$ cat src/include/vchess_config.svh
`ifndef VCHESS_CONFIG_SVH
`define VCHESS_CONFIG_SVH

// Board geometry
`define VCHESS_PIECE_BITS 4
`define VCHESS_SQUARES 64
`define VCHESS_FILES 8

// Signed score width with headroom over full material
`define VCHESS_EVAL_WIDTH 22

// Material values in centipawns with the king at 0
`define VCHESS_PAWN_VALUE 100
`define VCHESS_KNIGHT_VALUE 320
`define VCHESS_BISHOP_VALUE 330
`define VCHESS_ROOK_VALUE 500
`define VCHESS_QUEEN_VALUE 900

`endif
$ cat src/design/vchess_pkg.sv
`include "vchess_config.svh"

package vchess_pkg;

   // Piece kind without colour
   typedef enum logic [`VCHESS_PIECE_BITS-2:0] {
      KIND_EMPTY  = 3'd0,
      KIND_PAWN   = 3'd1,
      KIND_KNIGHT = 3'd2,
      KIND_BISHOP = 3'd3,
      KIND_ROOK   = 3'd4,
      KIND_QUEEN  = 3'd5,
      KIND_KING   = 3'd6
   } piece_kind_e;

   // One square code
   typedef struct packed {
      logic        black;             // Set for black pieces
      piece_kind_e kind;
   } piece_t;

   // File 0 is the a-file
   typedef piece_t [`VCHESS_FILES-1:0] rank_t;

   // Rank 0 is white's back rank
   typedef rank_t [`VCHESS_SQUARES/`VCHESS_FILES-1:0] board_t;

   // Square update with addr as rank * 8 + file
   typedef struct packed {
      logic [5:0] addr;
      piece_t     piece;
   } sq_write_t;

   // Positive favours the side to move
   typedef logic signed [`VCHESS_EVAL_WIDTH-1:0] eval_t;

endpackage

$ cat src/design/vchess_top.sv
`timescale 1ns/10ps

`include "vchess_config.svh"

module vchess_top
(
   input  logic                  clk,
   input  logic                  arst_n,
   input  logic                  sq_wr,
   input  vchess_pkg::sq_write_t sq_wr_data,
   input  logic                  commit,
   input  logic                  white_to_move,
   output vchess_pkg::eval_t     eval,
   output logic                  eval_valid
);

   localparam int RANKS = `VCHESS_SQUARES / `VCHESS_FILES;

   vchess_pkg::board_t             snap_board;
   logic                           snap_white;
   logic                           snap_valid;
   vchess_pkg::eval_t [RANKS-1:0]  rank_vals;
   logic [RANKS-1:0]               rank_valid;   // All ranks share timing

   board_store board_store_inst
   (
      .clk           (clk),
      .arst_n        (arst_n),
      .sq_wr         (sq_wr),
      .sq_wr_data    (sq_wr_data),
      .commit        (commit),
      .white_to_move (white_to_move),
      .snap_board    (snap_board),
      .snap_white    (snap_white),
      .snap_valid    (snap_valid)
   );

   // One scorer per rank
   for (genvar r = 0; r < RANKS; r++)
   begin : g_rank
      rank_score rank_score_inst
      (
         .clk        (clk),
         .arst_n     (arst_n),
         .rank_in    (snap_board[r]),
         .in_valid   (snap_valid),
         .rank_val   (rank_vals[r]),
         .rank_valid (rank_valid[r])
      );
   end

   eval_sum eval_sum_inst
   (
      .clk           (clk),
      .arst_n        (arst_n),
      .rank_vals     (rank_vals),
      .in_valid      (rank_valid[0]),
      .white_to_move (snap_white),
      .eval          (eval),
      .eval_valid    (eval_valid)
   );

endmodule

$ cat src/design/eval_sum.sv
`timescale 1ns/10ps

`include "vchess_config.svh"

module eval_sum
(
   input  logic                                       clk,
   input  logic                                       arst_n,
   input  vchess_pkg::eval_t [`VCHESS_SQUARES/`VCHESS_FILES-1:0] rank_vals,
   input  logic                                       in_valid,
   input  logic                                       white_to_move,
   output vchess_pkg::eval_t                          eval,
   output logic                                       eval_valid
);

   localparam int RANKS = `VCHESS_SQUARES / `VCHESS_FILES;

   vchess_pkg::eval_t total;          // White minus black
   logic              white_d;        // Side to move, aligned with rank totals

   always_comb
   begin
      total = '0;
      for (int r = 0; r < RANKS; r++)
         total = total + rank_vals[r];
   end

   // Snapshot side arrives one stage ahead of the rank scores
   always_ff @(posedge clk)
   begin
      white_d <= white_to_move;
   end

   always_ff @(posedge clk or negedge arst_n)
   begin
      if (!arst_n)
      begin
         eval       <= '0;
         eval_valid <= 1'b0;
      end
      else
      begin
         eval_valid <= in_valid;
         if (in_valid)
            eval <= white_d ? total : -total; // Score from mover's view
      end
   end

endmodule

$ cat src/design/rank_score.sv
`timescale 1ns/10ps

`include "vchess_config.svh"

module rank_score
(
   input  logic               clk,
   input  logic               arst_n,
   input  vchess_pkg::rank_t  rank_in,
   input  logic               in_valid,
   output vchess_pkg::eval_t  rank_val,
   output logic               rank_valid
);

   vchess_pkg::eval_t rank_sum;

   // Signed material value of one square
   function automatic vchess_pkg::eval_t piece_value(vchess_pkg::piece_t p);
      vchess_pkg::eval_t v;
      case (p.kind)
         vchess_pkg::KIND_PAWN:   v = `VCHESS_PAWN_VALUE;
         vchess_pkg::KIND_KNIGHT: v = `VCHESS_KNIGHT_VALUE;
         vchess_pkg::KIND_BISHOP: v = `VCHESS_BISHOP_VALUE;
         vchess_pkg::KIND_ROOK:   v = `VCHESS_ROOK_VALUE;
         vchess_pkg::KIND_QUEEN:  v = `VCHESS_QUEEN_VALUE;
         default:                 v = '0;        // Empty or king
      endcase
      return p.black ? -v : v;
   endfunction

   always_comb
   begin
      rank_sum = '0;
      for (int f = 0; f < `VCHESS_FILES; f++)
         rank_sum = rank_sum + piece_value(rank_in[f]);
   end

   always_ff @(posedge clk or negedge arst_n)
   begin
      if (!arst_n)
      begin
         rank_val   <= '0;
         rank_valid <= 1'b0;
      end
      else
      begin
         rank_valid <= in_valid;
         if (in_valid)
            rank_val <= rank_sum;     // Hold last total between snapshots
      end
   end

endmodule

$ cat src/design/board_store.sv
`timescale 1ns/10ps

`include "vchess_config.svh"

module board_store
(
   input  logic                  clk,
   input  logic                  arst_n,
   input  logic                  sq_wr,
   input  vchess_pkg::sq_write_t sq_wr_data,
   input  logic                  commit,
   input  logic                  white_to_move,
   output vchess_pkg::board_t    snap_board,
   output logic                  snap_white,
   output logic                  snap_valid
);

   vchess_pkg::board_t board;         // Live position
   vchess_pkg::board_t board_next;    // Live position with this cycle's write

   // Standard opening setup
   function automatic vchess_pkg::board_t start_position();
      vchess_pkg::board_t      b;
      vchess_pkg::piece_kind_e kind;
      b = '0;
      for (int f = 0; f < `VCHESS_FILES; f++)
      begin
         case (f)
            0, 7:    kind = vchess_pkg::KIND_ROOK;
            1, 6:    kind = vchess_pkg::KIND_KNIGHT;
            2, 5:    kind = vchess_pkg::KIND_BISHOP;
            3:       kind = vchess_pkg::KIND_QUEEN;
            default: kind = vchess_pkg::KIND_KING;
         endcase
         b[0][f] = '{black: 1'b0, kind: kind};
         b[1][f] = '{black: 1'b0, kind: vchess_pkg::KIND_PAWN};
         b[6][f] = '{black: 1'b1, kind: vchess_pkg::KIND_PAWN};
         b[7][f] = '{black: 1'b1, kind: kind};
      end
      return b;
   endfunction

   always_comb
   begin
      board_next = board;
      if (sq_wr)
         board_next[sq_wr_data.addr[5:3]][sq_wr_data.addr[2:0]] = sq_wr_data.piece; // Rank, file
   end

   always_ff @(posedge clk or negedge arst_n)
   begin
      if (!arst_n)
         board <= start_position();
      else
         board <= board_next;
   end

   // Snapshot includes a write landing in the commit cycle
   always_ff @(posedge clk)
   begin
      if (commit)
      begin
         snap_board <= board_next;
         snap_white <= white_to_move;
      end
   end

   always_ff @(posedge clk or negedge arst_n)
   begin
      if (!arst_n)
         snap_valid <= 1'b0;
      else
         snap_valid <= commit;        // One-cycle pulse
   end

endmodule

$ cat config.mk
export PLATFORM = sky130hd
export DESIGN_NAME = vchess_top
export DESIGN_NICKNAME = d
export VERILOG_FILES = /design/src/design/vchess_pkg.sv /design/src/design/vchess_top.sv /design/src/design/eval_sum.sv /design/src/design/rank_score.sv /design/src/design/board_store.sv
export VERILOG_INCLUDE_DIRS = /design/src /design/src/include
export SDC_FILE = /design/constraint.sdc
export NUM_CORES = 2
export LEC_CHECK = 0
export BUFFER_PORTS_ARGS = -buffer_cell sky130_fd_sc_hd__buf_2
export CAP_MARGIN = 20
export CELL_PAD_IN_SITES_DETAIL_PLACEMENT = 1
export CELL_PAD_IN_SITES_GLOBAL_PLACEMENT = 1
export CORE_MARGIN = 4
export CORE_UTILIZATION = 57
export DETAILED_ROUTE_END_ITERATION = 10
export GPL_TIMING_DRIVEN = 0
export PLACE_DENSITY = 0.86
export SLEW_MARGIN = 20
export SYNTH_ARGS = -nofsm -noshare
export SYNTH_HDL_FRONTEND = slang
export SYNTH_SLANG_ARGS = --single-unit
$ cat constraint.sdc
create_clock -name clk -period 16.35 [get_ports clk]
set_input_delay 2.4525 -clock clk [delete_from_list [all_inputs] [get_ports clk]]
set_output_delay 2.4525 -clock clk [all_outputs]
set_load 0.1 [all_outputs]
### After elaboration in Yosys (flattened, before gate mapping)

Index checks and enable logic that the tools add are counted.
W data, S select, Z words.

* logic and storage cells: 859
* memories: 0
* memory bits (read-only): 0
* bits in registers: 715
* bits of input ports: 15
* RAM bits: 0
* bits in latches: 0
* output and inout bits: 23

* equal/unequal tests: 320
* magnitude comparators: 4
* bitwise logic cells: 0
* multipliers: 0
* div/mod/pow operators: 0
* add/subtract/negate cells: 128
* mux-type cells: 135
* reductions and logical operators: 2
* shift-type cells: 0

Operator list (count)
* $pmux W10 S5: 64
* $mux W22: 65
* $neg A10 Y22: 64
* $add A22 B22 Y22: 63
* $eq A3 B2 Y1 const B: 128
* $eq A3 B3 Y1 const B: 128
* $bwmux W256: 1
* $mux W256: 1
* $eq A3 B1 Y1 const B: 64
* $demux W32 S3: 1
* $mux W32: 1
* $neg A22 Y22: 1
* $demux W4 S3: 1
* $lt A3 B4 Y1 const B: 2
* $ge A3 B1 Y1 const B: 2
* $mux W4: 1
* $logic_and A1 B1 Y1: 2

### Depth between registers and ports, before layout

* depth in word-level cells: 11
* depth in mapped cells: 25
* mapped depth without buffers: 24

### Cells and area by module

Synthesis repeated with hierarchy kept, for this count alone.

* cell total of the unflattened synthesis: 9005
* area total of the unflattened synthesis: 81957.4 um^2

Modules (own cells, without submodules)
* board_store: area an instance 17744.5 um^2, cells an instance 895, instances 1
* rank_score (g_rank[2].rank_score_inst ...): area an instance 7352.1 um^2, cells an instance 939, instances 2
* rank_score (g_rank[3].rank_score_inst): area an instance 7348.3 um^2, cells an instance 930, instances 1
* rank_score (g_rank[5].rank_score_inst): area an instance 7325.8 um^2, cells an instance 928, instances 1
* rank_score (g_rank[6].rank_score_inst): area an instance 7245.7 um^2, cells an instance 925, instances 1
* rank_score (g_rank[0].rank_score_inst): area an instance 7231.9 um^2, cells an instance 923, instances 1
* rank_score (g_rank[1].rank_score_inst): area an instance 7170.6 um^2, cells an instance 919, instances 1
* rank_score (g_rank[7].rank_score_inst): area an instance 7168.1 um^2, cells an instance 913, instances 1
* eval_sum: area an instance 6018.3 um^2, cells an instance 694, instances 1

### Least setup slack after synthesis

OpenSTA, ideal clock, no wires.

* path type: flip-flop to flip-flop
* from: reg board_store_inst.snap_board[158] (netlist name)
* to: reg g_rank[4].rank_score_inst.rank_val[21]
* library setup time: 72 ps
* clock period less this slack: 5770 ps
* arrival time: 5697 ps
* stages on the path, launching flop included: 24
* setup slack: 10580 ps
* path through: edfxtp_1 clkbuf_1 nor2_1 inv_1 o21ai_1 ha_1 nand2_1 o21ai_0 fa_1 fa_1 fa_1 inv_1 fa_1 inv_1 ha_1 a21o_1 a21o_1 a21o_1 a21oi_1 a31oi_1 o41a_1 and4_1 o311a_1 nor2_1

* longest elaborated chain between the ends: 5
* elaborated cells between the ends (all ways): 9
* classes of those cells: 2 x add/sub; 5 x eq/ne; 2 x mux

Ends and longest elaborated chain
* $eq A3 B3 Y1 (tied with other cells): RTL line rank_score.sv:20 `case (p.kind)`
* $pmux W10 S5 *: RTL line rank_score.sv:20
* $neg A10 Y22: RTL line rank_score.sv:28 `return p.black ? -v : v;`
* $mux W22 *: RTL line rank_score.sv:28
* $add A22 B22 Y22 *: RTL line rank_score.sv:35 `rank_sum = rank_sum + piece_value(rank_in[f]);`
* end signal: assignment: RTL line rank_score.sv:49 `rank_val <= rank_sum;`
* end: declaration: RTL line rank_score.sv:11 `output vchess_pkg::eval_t rank_val,`

Mark *: on every way between the ends. The rest lies on a longest branch, timed or not.
A chain may end at the register's enable or synchronous reset.

### Final worst setup path

* from: reg board_store_inst.snap_board[189] (netlist name)
* to: reg g_rank[5].rank_score_inst.rank_val[21]

* longest elaborated chain between the ends: 5
* elaborated cells between the ends (all ways): 9
* classes of those cells: 2 x add/sub; 5 x eq/ne; 2 x mux

Ends and longest elaborated chain (RTL line)
* $eq A3 B3 Y1 (tied with other cells): rank_score.sv:20
* $pmux W10 S5 *: rank_score.sv:20
* $neg A10 Y22: rank_score.sv:28
* $mux W22 *: rank_score.sv:28
* $add A22 B22 Y22 *: rank_score.sv:35
* end signal: assignment: rank_score.sv:49
* end: declaration: rank_score.sv:11

Marked as above.

==> flow_metrics.env <==
export IMPL_dieArea_sq_um=129000
export IMPL_root_buffer="clkbuf_16"
export IMPL_hold_class="flip-flop to flip-flop"
export IMPL_ff2ff_setup_slack_ns=9.03
export IMPL_cp_end_kind="flip-flop"
export IMPL_clk_latency_ns=0.73
export IMPL_setup_slack_ns=9.03
export IMPL_ys_ff_latch=706
export IMPL_async_flop_share_pct=63.5
export IMPL_crit_path_max_incr_delay_ns=0.84
export IMPL_die_x_microns=359
export IMPL_fin_setup_tns_ns=0
export IMPL_min_period_ns=7.32
export IMPL_drt_initial_drc_count=4328
export IMPL_synth_commonest_cells="inv_1 (1370), fa_1 (965), nor2_1 (607)"
export IMPL_cts_max_path_buffers=3
export IMPL_core_area_sq_um=122000
export IMPL_critical_path_slowest_cell="a2111oi_0"
export IMPL_critPathMaxFanout=10
export IMPL_vias=55100
export IMPL_fin_util_pct=62.3
export IMPL_via_per_inst=6.01
export IMPL_post_place_ws_ns=9.37
export IMPL_slew_viol_final=0
export IMPL_synthTopCellsByArea="fa_1 (27%), dfrtp_1 (14%), edfxtp_1 (11%)"
export IMPL_netlist_area_sq_um=70400
export IMPL_skew_ns=0.0289
export IMPL_grt_max_degree=91
export IMPL_postCtsSetupRepairBufs=0
export IMPL_hold_violations=0
export IMPL_dp_cells=9002
export IMPL_r2r_start="board_store_inst.snap_board[189]"
export IMPL_critical_path_cell_chain="clkbuf_1 > nand2_1 > o32ai_1 > fa_1 > fa_1 > inv_1 > fa_1 > inv_1 > fa_1 > ha_1 > inv_1 > fa_1 > nor2b_1 > o21ai_0 > a21boi_0 > o31ai_1 > a2111oi_0 > nor2_1 > o211a_1 > a211o_1"
export IMPL_wl_per_cell_microns=25.6
export IMPL_required_ns=16.95
export IMPL_synth_edf_count=257
export IMPL_yosysTopAreaCell="fa_1"
export IMPL_grt_pass1_vias=61500
export IMPL_rsz0062_at_grt="no"
export IMPL_crit_top_cell="fa_1"
export IMPL_max_freq_ghz=0.137
export IMPL_cts_tree="yes"
export IMPL_post_synth_top_count_cell="inv_1"
export IMPL_layout_drive_gt1_share_pct=9.43
export IMPL_numPortBuffers=32
export IMPL_area_growth_pct=8.06
export IMPL_clk_pin_slew_ns=0.06
export IMPL_cts_num_sinks=706
export IMPL_cp_top_family="compound AO/OA/AOI/OAI gates"
export IMPL_post_cts_resized=0
export IMPL_ioPinCount=38
export IMPL_synth_nets=8556
export IMPL_initial_core_util_pct=57.6
export IMPL_syn_area_per_cell_sq_um=9.62
export IMPL_hpwlAfterDp_microns=186000
export IMPL_worst_pin_slew_ns=1.23
export IMPL_fin_cells=9169
export IMPL_period_share_pct=44.8
export IMPL_die_y_microns=359
export IMPL_final_nets=8698
export IMPL_drtPass1Iterations=5
export IMPL_std_cell_rows=128
export IMPL_grt_usage_pct=36.7
export IMPL_synth_warnings=0
export IMPL_htreeDepth=3
export IMPL_yosysTopAreaCellShare_pct=27.4
export IMPL_yosysUniqueCellTypes=94
export IMPL_grt_pass1_wl_microns=365000
export IMPL_syn_inst=7320
export IMPL_setup_viol=0
export IMPL_cp_startpoint="board_store_inst.snap_board[189]"
export IMPL_critPathLaunchType="flip-flop"
export IMPL_cts_made_buffers=83
export IMPL_ant_nets=0
export IMPL_slew_headroom_pct=17.7
export IMPL_arrival_ns=7.92
export IMPL_antenna_found_initial=18
export IMPL_drc=0
export IMPL_max_cap_viol_count=0
export IMPL_drt_wl_total_microns=235000
export IMPL_grt_ovfl_total=0
export IMPL_path_buf_inv=4
export IMPL_outcome="finished clean"
export IMPL_ys_flop_type="dfrtp_1"
export IMPL_ys_seq_area_share_pct=27.0
export IMPL_cts_hold_buf=0
export IMPL_min_from="board_store_inst.snap_white"
export IMPL_gp_congestion=0.990
export IMPL_crit_type="flip-flop to flip-flop"
[cell type report]
type                            instances  area (sq um)
Buffer                                326          1250
Multi-Input combinational cell       4907         45100
Clock buffer                          128          2530
Timing Repair Buffer                   57           668
Antenna cell                           12          30.0
Fill cell                           13700         46100
Clock inverter                         27           317
Inverter                             1381          5180
Sequential cell                       706         19000
Tap cell                             1625          2030
[cell usage in the layout (no fill, tap or decap), types with 256 or more instances in the layout]
cell type  netlist  final
fa_1           965    965
mux2_2         362    362
o21ai_0        284    284
nand2_1        508    508
dfrtp_1        392    392
edfxtp_1       257    257
nor2_1         607    602
inv_1         1370   1370
ha_1           256    256
clkbuf_1       307    309
a21oi_1        363    363
[metal layers]
layer  global-route usage [%]  vias to the layer above  wire, microns
li1                         -                    23800              -
met3                     6.82                      755          15400
met1                     44.7                    28500          89000
met5                        0                        -             11
met4                     21.9                        2          16700
met2                     61.1                     2061         114000
[kinds of logic (layout without fill, tap and decap cells)]
family	count (synthesis)	count (layout)	synth area share (%)
AO/OA/AOI/OAI	1181	1181	10.4
XOR/XNOR	191	191	2.38
adder cells (fa/ha/maj)	1221	1221	32.0
buffers and inverters	1707	1919	9.11
flip-flops	706	706	27.0
multiplexers	395	395	6.26
other	1	13	0.00533
AND/OR/NAND/NOR	1918	1918	12.8
[final timing paths]
check / cells after the start / to
min reg2reg: 0 / eval_sum_inst.white_d
max in group asynchronous: 4 / board_store_inst.board[177]
min in group asynchronous: 1 / board_store_inst.board[10]
min: 0 / eval_sum_inst.white_d
max: 20 / g_rank[5].rank_score_inst.rank_val[21]
max reg2reg: 20 / g_rank[5].rank_score_inst.rank_val[21]
[through the flow]
stage                     area, sq um  hold WS (ns)
after floorplan                 70400         0.323
after global placement          72600         0.362
after detailed placement        73200         0.366
after CTS                       76100         0.384
after global routing            76100         0.388
final                           76100         0.377
[worst reg2reg max path, stage by stage, from the launching register on]
cell	delay [ns]
edfxtp_1	0.46
clkbuf_1	0.34
nand2_1	0.12
o32ai_1	0.47
fa_1	0.54
fa_1	0.56
inv_1	0.06
fa_1	0.53
inv_1	0.06
fa_1	0.55
ha_1	0.18
inv_1	0.06
fa_1	0.44
nor2b_1	0.14
o21ai_0	0.11
a21boi_0	0.73
o31ai_1	0.21
a2111oi_0	0.84
nor2_1	0.19
o211a_1	0.33
a211o_1	0.28
[flip-flops by register name (all words and copies together) (netlist names)]
signal                             cells
board_store_inst.snap_valid            1
board_store_inst.snap_white            1
eval_sum_inst.eval_valid               1
g_rank.rank_score_inst.rank_val      168
g_rank.rank_score_inst.rank_valid      1
board_store_inst.snap_board          256
eval_sum_inst.eval                    21
eval_sum_inst.white_d                  1
board_store_inst.board               256
Power is not shown: default switching activity piles up to over one toggle a cycle in this logic, so the estimate is an artifact.
